## config.mk

```make
export PLATFORM = sky130hd
export DESIGN_NAME = cache_top
export DESIGN_NICKNAME = d
export VERILOG_FILES = /design/src/cache_csr_pkg.sv /design/src/cache_pkg.sv /design/src/cache_top.sv /design/src/cache_control.sv /design/src/cache_wtbuf.sv /design/src/cache_access.sv /design/src/cache_lookup.sv
export SDC_FILE = /design/constraint.sdc
export NUM_CORES = 2
export LEC_CHECK = 0
export ABC_AREA = 1
export BUFFER_PORTS_ARGS = -buffer_cell sky130_fd_sc_hd__buf_2
export CAP_MARGIN = 25
export CORE_MARGIN = 4
export CORE_UTILIZATION = 28
export DETAILED_ROUTE_END_ITERATION = 6
export PLACE_DENSITY = 0.48
export REMOVE_ABC_BUFFERS = 1
export SYNTH_ARGS = -nofsm -noshare
export SYNTH_HDL_FRONTEND = slang
export SYNTH_SLANG_ARGS = --single-unit
```

## constraint.sdc

```tcl
create_clock -name clk_i -period 10.8 [get_ports clk_i]
set_input_delay 0 -clock clk_i [delete_from_list [all_inputs] [get_ports clk_i]]
set_output_delay 0 -clock clk_i [all_outputs]
set_load 0.03 [all_outputs]
```

## src/cache_csr_pkg.sv

```systemverilog
/* control register map: address width, register
   byte addresses and the version word */
`default_nettype none

package cache_csr_pkg;

   localparam int CSR_ADDR_W = 6;

   // read-only registers, one per word
   localparam logic [CSR_ADDR_W-1:0] RW_HIT_ADDR     = 'd0;
   localparam logic [CSR_ADDR_W-1:0] RW_MISS_ADDR    = 'd4;
   localparam logic [CSR_ADDR_W-1:0] READ_HIT_ADDR   = 'd8;
   localparam logic [CSR_ADDR_W-1:0] READ_MISS_ADDR  = 'd12;
   localparam logic [CSR_ADDR_W-1:0] WRITE_HIT_ADDR  = 'd16;
   localparam logic [CSR_ADDR_W-1:0] WRITE_MISS_ADDR = 'd20;
   localparam logic [CSR_ADDR_W-1:0] WTB_EMPTY_ADDR  = 'd24;
   localparam logic [CSR_ADDR_W-1:0] WTB_FULL_ADDR   = 'd28;
   localparam logic [CSR_ADDR_W-1:0] VERSION_ADDR    = 'd32;

   // write-only strobes, byte addressed within one word
   localparam logic [CSR_ADDR_W-1:0] RST_CNTRS_ADDR  = 'd36;
   localparam logic [CSR_ADDR_W-1:0] INVALIDATE_ADDR = 'd37;

   localparam logic [15:0] CACHE_VERSION = 16'h0110;

endpackage

`default_nettype wire

```

## src/cache_pkg.sv

```systemverilog
/* cache geometry: address and data widths, line count,
   derived index and tag widths, write buffer depth */
`default_nettype none

package cache_pkg;

   localparam int ADDR_W    = 16;  // byte address
   localparam int DATA_W    = 32;
   localparam int LINES     = 16;
   localparam int BYTE_W    = $clog2(DATA_W / 8);  // byte offset bits
   localparam int IDX_W     = $clog2(LINES);
   localparam int TAG_W     = ADDR_W - IDX_W - BYTE_W;
   localparam int WTB_DEPTH = 4;  // write-through buffer entries

endpackage

`default_nettype wire
```

## src/cache_top.sv

```systemverilog
/* cache top level: lookup, access and write buffer
   stages plus the control block */
`timescale 1ns/10ps
`default_nettype none

module cache_top #(
   parameter int LINES        = cache_pkg::LINES,
   parameter int WTB_DEPTH    = cache_pkg::WTB_DEPTH,
   parameter bit USE_CTRL_CNT = 1'b1
) (
   input  logic                                clk_i,
   input  logic                                arst_i,
   // processor port
   input  logic                                cpu_valid_i,
   input  logic [cache_pkg::ADDR_W-1:0]        cpu_addr_i,
   input  logic [cache_pkg::DATA_W-1:0]        cpu_wdata_i,
   input  logic [cache_pkg::DATA_W/8-1:0]      cpu_wstrb_i,
   output logic                                cpu_ready_o,
   output logic [cache_pkg::DATA_W-1:0]        cpu_rdata_o,
   // control port
   input  logic                                ctrl_valid_i,
   input  logic [cache_csr_pkg::CSR_ADDR_W-1:0] ctrl_addr_i,
   input  logic [cache_pkg::DATA_W-1:0]        ctrl_wdata_i,
   input  logic [cache_pkg::DATA_W/8-1:0]      ctrl_wstrb_i,
   output logic [cache_pkg::DATA_W-1:0]        ctrl_rdata_o,
   output logic                                ctrl_ready_o,
   // memory port
   output logic                                mem_rd_o,
   output logic [cache_pkg::ADDR_W-1:0]        mem_addr_o,
   input  logic                                mem_rvalid_i,
   input  logic [cache_pkg::DATA_W-1:0]        mem_rdata_i,
   output logic                                mem_wr_o,
   output logic [cache_pkg::ADDR_W-1:0]        mem_waddr_o,
   output logic [cache_pkg::DATA_W-1:0]        mem_wdata_o,
   output logic [cache_pkg::DATA_W/8-1:0]      mem_wstrb_o,
   input  logic                                mem_wack_i
);
   import cache_pkg::*;

   localparam int IW = $clog2(LINES);
   localparam int TW = ADDR_W - IW - BYTE_W;

   logic                lk_valid, lk_hit, lk_take;
   logic [ADDR_W-1:0]   lk_addr, push_addr;
   logic [DATA_W-1:0]   lk_wdata, push_data;
   logic [DATA_W/8-1:0] lk_wstrb, push_strb;
   logic                fill, push, wtb_full, wtb_empty, invalidate;
   logic [IW-1:0]       fill_idx;
   logic [TW-1:0]       fill_tag;
   logic                read_hit, read_miss, write_hit, write_miss;

   cache_lookup #(.LINES(LINES)) u_lookup (
      .clk_i, .arst_i, .cpu_valid_i, .cpu_addr_i, .cpu_wdata_i, .cpu_wstrb_i,
      .invalidate_i(invalidate), .fill_i(fill), .fill_idx_i(fill_idx),
      .fill_tag_i(fill_tag), .lk_take_i(lk_take), .lk_valid_o(lk_valid),
      .lk_hit_o(lk_hit), .lk_addr_o(lk_addr), .lk_wdata_o(lk_wdata), .lk_wstrb_o(lk_wstrb)
   );

   cache_access #(.LINES(LINES)) u_access (
      .clk_i, .arst_i, .lk_valid_i(lk_valid), .lk_hit_i(lk_hit), .lk_addr_i(lk_addr),
      .lk_wdata_i(lk_wdata), .lk_wstrb_i(lk_wstrb), .wtb_full_i(wtb_full),
      .wtb_empty_i(wtb_empty), .mem_rvalid_i, .mem_rdata_i, .lk_take_o(lk_take),
      .fill_o(fill), .fill_idx_o(fill_idx), .fill_tag_o(fill_tag), .push_o(push),
      .push_addr_o(push_addr), .push_data_o(push_data), .push_strb_o(push_strb),
      .mem_rd_o, .mem_addr_o, .cpu_ready_o, .cpu_rdata_o, .read_hit_o(read_hit),
      .read_miss_o(read_miss), .write_hit_o(write_hit), .write_miss_o(write_miss)
   );

   cache_wtbuf #(.WTB_DEPTH(WTB_DEPTH)) u_wtbuf (
      .clk_i, .arst_i, .push_i(push), .push_addr_i(push_addr), .push_data_i(push_data),
      .push_strb_i(push_strb), .mem_wack_i, .mem_wr_o, .mem_waddr_o, .mem_wdata_o,
      .mem_wstrb_o, .wtb_empty_o(wtb_empty), .wtb_full_o(wtb_full)
   );

   cache_control #(.USE_CTRL_CNT(USE_CTRL_CNT)) u_control (
      .clk_i, .arst_i, .ctrl_valid_i, .ctrl_addr_i, .ctrl_wdata_i, .ctrl_wstrb_i,
      .read_hit_i(read_hit), .read_miss_i(read_miss), .write_hit_i(write_hit),
      .write_miss_i(write_miss), .wtbuf_empty_i(wtb_empty), .wtbuf_full_i(wtb_full),
      .ctrl_rdata_o, .ctrl_ready_o, .invalidate_o(invalidate)
   );

endmodule

`default_nettype wire

```

## src/cache_control.sv

```systemverilog
/* control registers: decode, strobe priority encode,
   optional event counters and invalidate strobe */
`timescale 1ns/10ps
`default_nettype none

module cache_control #(
   parameter bit USE_CTRL_CNT = 1'b1
) (
   input  logic                                clk_i,
   input  logic                                arst_i,
   input  logic                                ctrl_valid_i,
   input  logic [cache_csr_pkg::CSR_ADDR_W-1:0] ctrl_addr_i,
   input  logic [cache_pkg::DATA_W-1:0]        ctrl_wdata_i,
   input  logic [cache_pkg::DATA_W/8-1:0]      ctrl_wstrb_i,
   input  logic                                read_hit_i,
   input  logic                                read_miss_i,
   input  logic                                write_hit_i,
   input  logic                                write_miss_i,
   input  logic                                wtbuf_empty_i,
   input  logic                                wtbuf_full_i,
   output logic [cache_pkg::DATA_W-1:0]        ctrl_rdata_o,
   output logic                                ctrl_ready_o,
   output logic                                invalidate_o
);
   import cache_pkg::*;
   import cache_csr_pkg::*;

   logic [BYTE_W-1:0]     byte_offset;
   logic [CSR_ADDR_W-1:0] wr_addr;
   logic                  is_wr;
   logic                  is_rd;
   logic [DATA_W-1:0]     rd_mux;
   logic [DATA_W-1:0]     cnt_rdata;

   // lowest set strobe bit gives the byte lane
   always_comb begin
      byte_offset = '0;
      for (int i = DATA_W / 8 - 1; i >= 0; i--) begin
         if (ctrl_wstrb_i[i]) byte_offset = BYTE_W'(i);
      end
   end

   assign is_wr   = ctrl_valid_i && (ctrl_wstrb_i != '0);
   assign is_rd   = ctrl_valid_i && (ctrl_wstrb_i == '0);
   assign wr_addr = {ctrl_addr_i[CSR_ADDR_W-1:BYTE_W], byte_offset};

   always_comb begin
      case (ctrl_addr_i)
         WTB_EMPTY_ADDR: rd_mux = DATA_W'(wtbuf_empty_i);
         WTB_FULL_ADDR:  rd_mux = DATA_W'(wtbuf_full_i);
         VERSION_ADDR:   rd_mux = DATA_W'(CACHE_VERSION);
         default:        rd_mux = cnt_rdata;  // zero for unknown addresses
      endcase
   end

   always_ff @(posedge clk_i or posedge arst_i) begin
      if (arst_i) begin
         ctrl_ready_o <= 1'b0;
         invalidate_o <= 1'b0;
         ctrl_rdata_o <= '0;
      end else begin
         ctrl_ready_o <= ctrl_valid_i;  // fixed one-cycle answer
         invalidate_o <= is_wr && (wr_addr == INVALIDATE_ADDR);
         ctrl_rdata_o <= is_rd ? rd_mux : '0;
      end
   end

   generate
      if (USE_CTRL_CNT) begin : g_cnt
         logic [DATA_W-1:0] rh_cnt;
         logic [DATA_W-1:0] rm_cnt;
         logic [DATA_W-1:0] wh_cnt;
         logic [DATA_W-1:0] wm_cnt;
         logic              clr;

         assign clr = is_wr && (wr_addr == RST_CNTRS_ADDR);

         always_ff @(posedge clk_i or posedge arst_i) begin
            if (arst_i) begin
               rh_cnt <= '0;
               rm_cnt <= '0;
               wh_cnt <= '0;
               wm_cnt <= '0;
            end else if (clr) begin
               rh_cnt <= '0;
               rm_cnt <= '0;
               wh_cnt <= '0;
               wm_cnt <= '0;
            end else begin
               if (read_hit_i) rh_cnt <= rh_cnt + 1'b1;
               if (read_miss_i) rm_cnt <= rm_cnt + 1'b1;
               if (write_hit_i) wh_cnt <= wh_cnt + 1'b1;
               if (write_miss_i) wm_cnt <= wm_cnt + 1'b1;
            end
         end

         // sums straight from the live counters
         always_comb begin
            case (ctrl_addr_i)
               RW_HIT_ADDR:     cnt_rdata = rh_cnt + wh_cnt;
               RW_MISS_ADDR:    cnt_rdata = rm_cnt + wm_cnt;
               READ_HIT_ADDR:   cnt_rdata = rh_cnt;
               READ_MISS_ADDR:  cnt_rdata = rm_cnt;
               WRITE_HIT_ADDR:  cnt_rdata = wh_cnt;
               WRITE_MISS_ADDR: cnt_rdata = wm_cnt;
               default:         cnt_rdata = '0;
            endcase
         end
      end else begin : g_no_cnt
         assign cnt_rdata = '0;
      end
   endgenerate

endmodule

`default_nettype wire

```

## src/cache_wtbuf.sv

```systemverilog
/* write-through buffer: circular FIFO of stores,
   drained to memory oldest first */
`timescale 1ns/10ps
`default_nettype none

module cache_wtbuf #(
   parameter int  WTB_DEPTH = cache_pkg::WTB_DEPTH,
   localparam int PW        = (WTB_DEPTH > 1) ? $clog2(WTB_DEPTH) : 1,
   localparam int CW        = $clog2(WTB_DEPTH + 1)
) (
   input  logic                           clk_i,
   input  logic                           arst_i,
   input  logic                           push_i,
   input  logic [cache_pkg::ADDR_W-1:0]   push_addr_i,
   input  logic [cache_pkg::DATA_W-1:0]   push_data_i,
   input  logic [cache_pkg::DATA_W/8-1:0] push_strb_i,
   input  logic                           mem_wack_i,
   output logic                           mem_wr_o,
   output logic [cache_pkg::ADDR_W-1:0]   mem_waddr_o,
   output logic [cache_pkg::DATA_W-1:0]   mem_wdata_o,
   output logic [cache_pkg::DATA_W/8-1:0] mem_wstrb_o,
   output logic                           wtb_empty_o,
   output logic                           wtb_full_o
);
   import cache_pkg::*;

   logic [ADDR_W-1:0]   addr_mem [WTB_DEPTH];
   logic [DATA_W-1:0]   data_mem [WTB_DEPTH];
   logic [DATA_W/8-1:0] strb_mem [WTB_DEPTH];
   logic [PW-1:0]       wr_ptr;
   logic [PW-1:0]       rd_ptr;
   logic [CW-1:0]       count;
   logic                do_push;
   logic                do_pop;

   function automatic logic [PW-1:0] next_ptr(input logic [PW-1:0] p);
      return (p == PW'(WTB_DEPTH - 1)) ? '0 : p + 1'b1;  // depth need not be 2^n
   endfunction

   assign do_push     = push_i && !wtb_full_o;
   assign do_pop      = mem_wack_i && mem_wr_o;
   assign wtb_empty_o = (count == '0);
   assign wtb_full_o  = (count == CW'(WTB_DEPTH));
   assign mem_wr_o    = !wtb_empty_o;  // head shown while non-empty
   assign mem_waddr_o = addr_mem[rd_ptr];
   assign mem_wdata_o = data_mem[rd_ptr];
   assign mem_wstrb_o = strb_mem[rd_ptr];

   always_ff @(posedge clk_i or posedge arst_i) begin
      if (arst_i) begin
         wr_ptr <= '0;
         rd_ptr <= '0;
         count  <= '0;
      end else begin
         if (do_push) wr_ptr <= next_ptr(wr_ptr);
         if (do_pop) rd_ptr <= next_ptr(rd_ptr);
         if (do_push && !do_pop) begin
            count <= count + 1'b1;
         end else if (do_pop && !do_push) begin
            count <= count - 1'b1;
         end
      end
   end

   always_ff @(posedge clk_i) begin
      if (do_push) begin
         addr_mem[wr_ptr] <= push_addr_i;
         data_mem[wr_ptr] <= push_data_i;
         strb_mem[wr_ptr] <= push_strb_i;
      end
   end

   a_wack_in_write: assert property (@(posedge clk_i) disable iff (arst_i)
      mem_wack_i |-> mem_wr_o);

endmodule

`default_nettype wire

```

## src/cache_access.sv

```systemverilog
/* access stage: data array, refill FSM, processor
   response, store push and hit/miss event pulses */
`timescale 1ns/10ps
`default_nettype none

module cache_access #(
   parameter int  LINES = cache_pkg::LINES,
   localparam int IW    = $clog2(LINES),
   localparam int TW    = cache_pkg::ADDR_W - IW - cache_pkg::BYTE_W
) (
   input  logic                           clk_i,
   input  logic                           arst_i,
   input  logic                           lk_valid_i,
   input  logic                           lk_hit_i,
   input  logic [cache_pkg::ADDR_W-1:0]   lk_addr_i,
   input  logic [cache_pkg::DATA_W-1:0]   lk_wdata_i,
   input  logic [cache_pkg::DATA_W/8-1:0] lk_wstrb_i,
   input  logic                           wtb_full_i,
   input  logic                           wtb_empty_i,
   input  logic                           mem_rvalid_i,
   input  logic [cache_pkg::DATA_W-1:0]   mem_rdata_i,
   output logic                           lk_take_o,
   output logic                           fill_o,
   output logic [IW-1:0]                  fill_idx_o,
   output logic [TW-1:0]                  fill_tag_o,
   output logic                           push_o,
   output logic [cache_pkg::ADDR_W-1:0]   push_addr_o,
   output logic [cache_pkg::DATA_W-1:0]   push_data_o,
   output logic [cache_pkg::DATA_W/8-1:0] push_strb_o,
   output logic                           mem_rd_o,
   output logic [cache_pkg::ADDR_W-1:0]   mem_addr_o,
   output logic                           cpu_ready_o,
   output logic [cache_pkg::DATA_W-1:0]   cpu_rdata_o,
   output logic                           read_hit_o,
   output logic                           read_miss_o,
   output logic                           write_hit_o,
   output logic                           write_miss_o
);
   import cache_pkg::*;

   typedef enum logic [1:0] {st_serve, st_wait_empty, st_fetch} state_e;

   state_e            state_q;
   logic [DATA_W-1:0] data_mem [LINES];
   logic [IW-1:0]     idx;
   logic              is_read;
   logic              rd_hit;
   logic              wr_go;
   logic              fetch_done;

   assign idx        = lk_addr_i[BYTE_W +: IW];
   assign is_read    = (lk_wstrb_i == '0);
   assign rd_hit     = (state_q == st_serve) && lk_valid_i && is_read && lk_hit_i;
   assign wr_go      = (state_q == st_serve) && lk_valid_i && !is_read && !wtb_full_i;
   assign fetch_done = (state_q == st_fetch) && mem_rvalid_i;

   assign lk_take_o  = rd_hit || wr_go || fetch_done;
   assign fill_o     = fetch_done;
   assign fill_idx_o = idx;
   assign fill_tag_o = lk_addr_i[ADDR_W-1 -: TW];
   assign mem_rd_o   = (state_q == st_fetch);  // held until rvalid
   assign mem_addr_o = lk_addr_i;

   always_ff @(posedge clk_i or posedge arst_i) begin
      if (arst_i) begin
         state_q      <= st_serve;
         cpu_ready_o  <= 1'b0;
         push_o       <= 1'b0;
         read_hit_o   <= 1'b0;
         read_miss_o  <= 1'b0;
         write_hit_o  <= 1'b0;
         write_miss_o <= 1'b0;
      end else begin
         cpu_ready_o  <= lk_take_o;
         push_o       <= wr_go;  // lands with the ready pulse
         read_hit_o   <= rd_hit;
         read_miss_o  <= fetch_done;
         write_hit_o  <= wr_go && lk_hit_i;
         write_miss_o <= wr_go && !lk_hit_i;
         case (state_q)
            st_serve: begin
               if (lk_valid_i && is_read && !lk_hit_i) state_q <= st_wait_empty;
            end
            st_wait_empty: begin
               if (wtb_empty_i) state_q <= st_fetch;  // earlier stores reached memory
            end
            st_fetch: begin
               if (mem_rvalid_i) state_q <= st_serve;
            end
            default: state_q <= st_serve;
         endcase
      end
   end

   always_ff @(posedge clk_i) begin
      if (rd_hit) begin
         cpu_rdata_o <= data_mem[idx];
      end else if (fetch_done) begin
         cpu_rdata_o <= mem_rdata_i;
      end
      if (fetch_done) begin
         data_mem[idx] <= mem_rdata_i;
      end else if (wr_go && lk_hit_i) begin
         for (int b = 0; b < DATA_W / 8; b++) begin
            if (lk_wstrb_i[b]) data_mem[idx][8*b +: 8] <= lk_wdata_i[8*b +: 8];
         end
      end
      if (wr_go) begin
         push_addr_o <= lk_addr_i;
         push_data_o <= lk_wdata_i;
         push_strb_o <= lk_wstrb_i;
      end
   end

   a_no_push_full: assert property (@(posedge clk_i) disable iff (arst_i)
      push_o |-> !wtb_full_i);

endmodule

`default_nettype wire

```

## src/cache_lookup.sv

```systemverilog
/* tag lookup stage: tag and valid arrays, request register,
   hit detection and whole-cache invalidate */
`timescale 1ns/10ps
`default_nettype none

module cache_lookup #(
   parameter int  LINES = cache_pkg::LINES,
   localparam int IW    = $clog2(LINES),
   localparam int TW    = cache_pkg::ADDR_W - IW - cache_pkg::BYTE_W
) (
   input  logic                           clk_i,
   input  logic                           arst_i,
   input  logic                           cpu_valid_i,
   input  logic [cache_pkg::ADDR_W-1:0]   cpu_addr_i,
   input  logic [cache_pkg::DATA_W-1:0]   cpu_wdata_i,
   input  logic [cache_pkg::DATA_W/8-1:0] cpu_wstrb_i,
   input  logic                           invalidate_i,
   input  logic                           fill_i,
   input  logic [IW-1:0]                  fill_idx_i,
   input  logic [TW-1:0]                  fill_tag_i,
   input  logic                           lk_take_i,
   output logic                           lk_valid_o,
   output logic                           lk_hit_o,
   output logic [cache_pkg::ADDR_W-1:0]   lk_addr_o,
   output logic [cache_pkg::DATA_W-1:0]   lk_wdata_o,
   output logic [cache_pkg::DATA_W/8-1:0] lk_wstrb_o
);
   import cache_pkg::*;

   logic [TW-1:0]    tag_mem [LINES];
   logic [LINES-1:0] valid_q;
   logic             taken_q;  // high in the ready cycle of the last request
   logic             accept;
   logic [IW-1:0]    idx;

   // the requester still holds its old request during the ready cycle
   assign accept   = cpu_valid_i && !lk_valid_o && !taken_q;
   assign idx      = lk_addr_o[BYTE_W +: IW];
   assign lk_hit_o = valid_q[idx] && (tag_mem[idx] == lk_addr_o[ADDR_W-1 -: TW]);

   always_ff @(posedge clk_i or posedge arst_i) begin
      if (arst_i) begin
         lk_valid_o <= 1'b0;
         taken_q    <= 1'b0;
      end else begin
         taken_q <= lk_take_i;
         if (lk_take_i) begin
            lk_valid_o <= 1'b0;
         end else if (accept) begin
            lk_valid_o <= 1'b1;
         end
      end
   end

   always_ff @(posedge clk_i) begin
      if (accept) begin
         lk_addr_o  <= cpu_addr_i;
         lk_wdata_o <= cpu_wdata_i;
         lk_wstrb_o <= cpu_wstrb_i;
      end
   end

   always_ff @(posedge clk_i or posedge arst_i) begin
      if (arst_i) begin
         valid_q <= '0;
      end else if (invalidate_i) begin
         valid_q <= '0;  // all lines at once
      end else if (fill_i) begin
         valid_q[fill_idx_i] <= 1'b1;
      end
   end

   always_ff @(posedge clk_i) begin
      if (fill_i) tag_mem[fill_idx_i] <= fill_tag_i;
   end

   // control block and refill never collide
   a_no_inv_fill: assert property (@(posedge clk_i) disable iff (arst_i)
      !(invalidate_i && fill_i));

endmodule

`default_nettype wire

```

Word-level counts from Yosys, hierarchy flattened
Memories as Yosys holds them, arrays and structs flattened. A register that Yosys moved wholly into a read port is not among the register bits.
Index checks and enable logic that the tools add are counted.
{"block": "word_totals", "reg_bits": 298, "ramBits": 880, "input_bits": 132, "output_inout_bits": 136, "word_cells": 169, "memories": 5}
{"memory": "u_access.data_mem", "depth": 16, "word_bits": 32, "rd": 1, "rd_clocked_by_memory_dff": 1, "wr": 1, "line": "cache_access.sv:44", "source": "logic [DATA_W-1:0] data_mem [LINES];"}
{"memory": "u_lookup.tag_mem", "depth": 16, "word_bits": 10, "rd": 1, "rd_clocked_by_memory_dff": 1, "wr": 1, "line": "cache_lookup.sv:30", "source": "logic [TW-1:0] tag_mem [LINES];"}
{"memory": "u_wtbuf.data_mem", "depth": 4, "word_bits": 32, "rd": 1, "rd_clocked_by_memory_dff": 0, "wr": 1, "line": "cache_wtbuf.sv:28", "source": "logic [DATA_W-1:0] data_mem [WTB_DEPTH];"}
{"memory": "u_wtbuf.addr_mem", "depth": 4, "word_bits": 16, "rd": 1, "rd_clocked_by_memory_dff": 0, "wr": 1, "line": "cache_wtbuf.sv:27", "source": "logic [ADDR_W-1:0] addr_mem [WTB_DEPTH];"}
{"memory": "u_wtbuf.strb_mem", "depth": 4, "word_bits": 4, "rd": 1, "rd_clocked_by_memory_dff": 0, "wr": 1, "line": "cache_wtbuf.sv:29", "source": "logic [DATA_W/8-1:0] strb_mem [WTB_DEPTH];"}
{"block": "classes", "n_addsub": 10, "n_lt_le_gt_ge": 2, "eq_ne": 19, "n_mux": 56, "bitwise_logic": 5, "reduce_logical": 47}
{"operator": "$mux W32", "count": 9}
{"operator": "$pmux W32 S6", "count": 1}
{"operator": "$add A32 B1 Y32 const B", "count": 4}
{"operator": "$pmux W32 S3", "count": 1}
{"operator": "$add A32 B32 Y32", "count": 2}
{"operator": "$mux W16", "count": 2}
{"operator": "$mux W8", "count": 4}
{"operator": "$eq A6 B5 Y1 const B", "count": 4}
{"operator": "$mux W1", "count": 24}
{"operator": "$logic_and A1 B1 Y1", "count": 22}
{"operator": "$eq A6 B6 Y1 const B", "count": 3}
{"operator": "$mux W2", "count": 9}
{"operator": "$or A16 B16 Y16", "count": 1}
{"operator": "$reduce_bool A2 Y1", "count": 8}
{"operator": "$eq A6 B4 Y1 const B", "count": 2}
{"operator": "$eq A10 B10 Y1", "count": 1}
{"operator": "$logic_not A1 Y1", "count": 8}
{"operator": "$logic_not A4 Y1", "count": 2}
{"operator": "$eq A2 B2 Y1 const B", "count": 3}
{"operator": "$eq A6 B3 Y1 const B", "count": 1}
{"operator": "$logic_not A6 Y1", "count": 1}
{"operator": "$mux W3", "count": 2}
{"operator": "$pmux W2 S3", "count": 1}
{"operator": "$lt A4 B5 Y1 const B", "count": 1}
{"operator": "17 further kinds", "count": 23}

Longest topological paths before layout
{"block": "logic_depth", "word_depth": 9, "mapped_depth": 19, "mapped_depth_nobuf": 17}

Modules after synthesis
From an unflattened synthesis, not the netlist that was laid out.
{"block": "hier_totals", "cells_unflattened": 6411, "area_unflattened_um2": 58773.9}
{"mod": "cache_access", "n_inst": 1, "cells_per_inst": 2580, "area_each_um2": 26077.5, "seq_area_each_um2": 18097.4}
{"mod": "cache_control", "n_inst": 1, "cells_per_inst": 2382, "area_each_um2": 14766.7, "seq_area_each_um2": 4053.9}
{"mod": "cache_lookup", "n_inst": 1, "cells_per_inst": 781, "area_each_um2": 9283.9, "seq_area_each_um2": 6896.6}
{"mod": "cache_wtbuf", "n_inst": 1, "cells_per_inst": 668, "area_each_um2": 8645.8, "seq_area_each_um2": 6421.2}

Worst setup path before layout
Ideal clock, no wire load.
{"block": "synth_timing", "kind": "register to register", "from": "register u_access.state_q[0]", "to": "memory u_access.data_mem[0][0] (data pin)", "setup_time_ns": 0.297, "arrival_time_ns": 3.338, "t_required_ns": 10.503, "setup_slack_ns": 7.165, "stages_incl_launch_ff": 10, "n_path_buf": 2, "synth_period_minus_slack_ns": 3.635, "cell_sequence": "dfrtp_1 nor2_1 inv_1 nor2_1 nand3_1 inv_1 buf_2 clkbuf_1 nand4_1 and2_1"}
{"block": "synth_between", "elab_chain_cells": 9, "word_cells_on_any_way": 11, "cone_classes": "1 x eq/ne; 4 x mux; 6 x reduce/logical"}
{"element": "start, declared", "line": "cache_access.sv:43", "source": "state_e state_q;"}
{"element": "start signal, assigned", "line": "cache_access.sv:66", "source": "state_q <= st_serve;"}
{"element": "start signal, assigned", "line": "cache_access.sv:82", "source": "if (lk_valid_i && is_read && !lk_hit_i) state_q <= st_wait_empty;"}
{"element": "start signal, assigned", "line": "cache_access.sv:85", "source": "if (wtb_empty_i) state_q <= st_fetch;"}
{"element": "$logic_not A2 Y1", "line": "cache_access.sv:54", "source": "assign wr_go = (state_q == st_serve) && lk_valid_i && !is_read && !wtb_full_i;"}
{"element": "$logic_and A1 B1 Y1 (3 in series)", "line": "cache_access.sv:54"}
{"element": "net u_access.wr_go", "line": "cache_access.sv:48", "source": "logic wr_go;"}
{"element": "$logic_and A1 B1 Y1", "line": "cache_access.sv:103", "source": "end else if (wr_go && lk_hit_i) begin"}
{"element": "$mux W1", "line": "cache_access.sv:103"}
{"element": "$mux W1", "line": "cache_access.sv:101", "source": "if (fetch_done) begin"}
{"element": "$mux W1 (not written as such)", "line": "cache_access.sv:105", "source": "if (lk_wstrb_i[b]) data_mem[idx][8*b +: 8] <= lk_wdata_i[8*b +: 8];"}
{"element": "$mux W8 (no source line)"}
{"element": "end, declared", "line": "cache_access.sv:44"}
The timed path passes the listed nets, and every way through them passes these cells.

==> summary.md <==
| Metric | Value |
|---|---|
| Synth cell count leaders | 1016 x edfxtp_1, 724 x nand2_1, 520 x nor2_1 |
| Most common cell in the netlist | edfxtp_1 |
| PortBufs | between 200 and 250 |
| Hold Path Depth | 2 |
| Number of synthesized flops with an enable pin | between 1000 and 1500 |
| Unique masters post-synth | between 50 and 60 |
| Vias/cell | roughly 5 |
| Crit. End Element | flop |
| Initial Util | 0.281 |
| Clock share of power | 0.338 |
| Fin Setup TNS | 0 ns |
| First-pass GRT wire length | ~260000 um |
| Worst EP arrival | 5.39 ns |
| Register area share after synthesis | 0.663 |
| Antenna Violating Nets Remaining | 0 |
| GPL Wtd Cong | around 0.96 |
| Slew margin rel. | 0.335 |
| Worst hold endpoint | u_lookup.lk_wdata_o[2] |
| Power density over the cells | 218 nW/um^2 |
| Post-synth ARST share | 0.160 |
| Layout cells sized above 1 | 0.105 |
| Mapped Cells | 4809 |
| Post-CTS setup buffers | 0 |
| Iteration-0 DRC Markers | approximately 3300 |
| Area grow syn2layout | 19.1% |
| Final setup fails | 0 |
| CP Max Fanout | 24 |
| CTS buffer count | 138 |
| Slack of the critical path | 5.78 ns |
| Cell row count | 160 |
| Switching part of the total | 0.338 |
| Sequential Power Share | 0.436 |
| CTS clk-pin slew, worst paths | 0.06 ns |
| I/O Pins | ~270 |
| CTS Sinks | between 1000 and 1500 |
| Routed WL | between 150000 and 200000 um |
| Vias in the first global route | approximately 37000 |
| Comb power frac | 0.227 |
| TritonCTS clock tree | built |
| Post-CTS resize count | 0 |
| Worst-margin pin slew | between 0.9 and 1 ns |
| Hold Vio Cnt, Final | 0 |
| CTS root buf | clkbuf_16 |
| Leakage | 0.0237 uW |
| Routed wire per std cell | 22.7 um |
| Worst path required time | between 10 and 15 ns |
| Min-Delay Path Class | in2reg |
| Status | completed |
| Die Span Y | ~440 um |
| # DRC | 0 |
| FILL cells | approximately 19000 |
| Clk_skew | about 0.048 ns |
| Drt pass-1 iters | 7 |
| FF-to-FF setup slack | slightly below 6 ns |
| Max Freq | between 150 and 200 MHz |
| H-tree levels | 4 |
| Share of the synthesized area in the top cell type | 0.571 |
| Final Cycle Share | 0.464 |
| Mapped Avg Cell Area | ~11 um^2 |
| Cell area after synthesis | 53400 um^2 |
| Hold Startpoint | cpu_wdata_i[2] |
| Critical path launch point type | flop |
| Leading area contributor after synthesis | edfxtp_1 |
| Die ar. | a little under 200000 um^2 |
| Max-Cap Viols | 0 |
| Nets | ~5400 |
| Die X | approximately 440 um |
| DR vias | 38474 |
| Worst R2R Path Depth | 12 |
| Post-DP HPWL | ~120000 um |
| Unrepaired setup endpoints after global routing | no |
| Peak VDD IR | approximately 0.14 mV |
| Top post-synthesis cells by area | edfxtp_1 57%, dfrtp_1 9.1%, nand2_1 5.1% |
| CP Class | reg2reg |
| Core area | between 150000 and 200000 um^2 |
| CTS max path bufs | 3 |
| Crit path time final | 5.02 ns |
| Tot GR Track Use | 0.176 |
| Main flop type after synthesis | edfxtp_1 |
| Ys Warns | 0 |
| R2r endpoint | u_access.data_mem[10][30] |
| Fin. max-slew vios | 0 |
| Global route overflow | 0 |
| Largest net degree at the start of global routing | about 130 |
| Initial antenna violation count | 6 |
| Switch Pwr | 4680 uW |
| Worst slack, placed | 5.62 ns |
| Internal power | ~9200 uW |
| Skew-Pair Late Insertion Delay | a little under 0.8 ns |
| Synth Register Bits | about 1200 |
area by class of cell:
cell class	count	area (um^2)	share of cell area
tap	2511	3140	0.0494
inverter	480	1820	0.0287
timing repair buffer	454	3260	0.0513
sequential	1214	35500	0.557
antenna	5	12.5	0.000197
clock inverter	76	885	0.0139
clock buffer	176	3660	0.0575
multi-input combinational	2929	15400	0.242
kinds of logic (layout without fill, tap and decap cells):
logic type | Yosys count | count (layout) | share of synthesized area
compound gates | 1026 | 1026 | 0.116
other cells | 0 | 5 | 0
fa+ha+maj | 75 | 75 | 0.0180
simple gates | 1793 | 1793 | 0.147
xor+xnor | 34 | 34 | 0.00557
buf+inv | 666 | 1186 | 0.0498
flops | 1214 | 1214 | 0.663
mux | 1 | 1 | 0.000211
worst max-delay path by stage:
| stage | startpoint | to | slack, ns |
|---|---|---|---|
| after floorplan | u_lookup.lk_addr_o[2] | u_access.cpu_rdata_o[0] | 3.75 |
| after CTS | flop | u_access.data_mem[14][31] | 5.60 |
| final | flop | u_access.data_mem[10][30] | 5.78 |
| after global routing | flop | u_access.data_mem[10][30] | 5.48 |
| after global placement | flop | u_access.data_mem[11][31] | 5.80 |
| after detailed placement | flop | u_access.data_mem[14][31] | 5.62 |
sequential cells by signal, summed over array words and instances, names as in the netlist, 3 cells and up, named ones only:
register / flops
u_access.data_mem: 512
u_lookup.tag_mem: 160
u_wtbuf.data_mem: 128
u_wtbuf.addr_mem: 64
u_access.cpu_rdata_o: 32
u_access.push_data_o: 32
u_control.ctrl_rdata_o: 32
u_control.g_cnt.rh_cnt: 32
u_control.g_cnt.rm_cnt: 32
u_control.g_cnt.wh_cnt: 32
u_control.g_cnt.wm_cnt: 32
u_lookup.lk_wdata_o: 32
u_access.push_addr_o: 16
u_lookup.lk_addr_o: 16
u_lookup.valid_q: 16
u_wtbuf.strb_mem: 16
u_access.push_strb_o: 4
u_lookup.lk_wstrb_o: 4
u_wtbuf.count: 3
power by group through the flow:
stage / clock [uW] / combinational [uW] / sequential, uW
after floorplan: 0 / 1780 / 6090
after global placement: 0 / 3110 / 6110
after detailed placement: 0 / 3130 / 6130
after CTS: 4800 / 3180 / 6040
after global routing: 4990 / 3440 / 6080
final: 4680 / 3140 / 6040
metrics by stage:
step	cells	total power [uW]	hold slack, ns	utilization	instance area (um^2)
after CTS	7838	14000	0.000595	0.335	63600
after global routing	7843	14500	0.00253	0.335	63600
after detailed placement	7435	9260	0.148	0.303	57500
final	7845	13900	0.0387	0.335	63600
after global placement	7431	9220	0.152	0.302	57500
after floorplan	4623	7870	0.0314	-	52600
metal layers:
metal	track usage	share of wire	up-vias
li1	-	-	18059
met1	0.246	0.46	19033
met2	0.273	0.45	1126
met3	0.0239	0.048	256
met4	0.0767	0.046	0
met5	0	0	-
critical path: stages, from the launching register on:
cell and delay, ns:
dfxtp_1 0.97, inv_1 0.70, nand3_1 0.35, nand3_1 0.20, nand3_1 0.14, nand3_1 0.14, inv_2 0.08, nand2_2 0.09
nor2_8 0.22, nand4_4 0.31, nand2_4 0.30, inv_2 0.22, nor2_1 0.82
cell usage in the layout (no fill, tap or decap), types with 67 or more instances in the layout:
| master | n |
|---|---|
| nand3_1 | 259 |
| nor2_1 | 514 |
| nand2_1 | 720 |
| inv_1 | 456 |
| o21ai_0 | 251 |
| dfrtp_1 | 192 |
| o22ai_1 | 84 |
| a22oi_1 | 259 |
| ha_1 | 72 |
| buf_2 | 235 |
| edfxtp_1 | 1016 |
| nor3_1 | 85 |
| dlygate4sd3_1 | 151 |
| clkbuf_16 | 139 |
| a21oi_1 | 310 |
| nand4_1 | 67 |
what timing repair did:
item | CTS | global route
setup endpoints to repair | 0 | 0
hold buffers | 151 | 0
endpoints found under the hold margin | 353 | 0
Power figures use the tool's default switching activity.
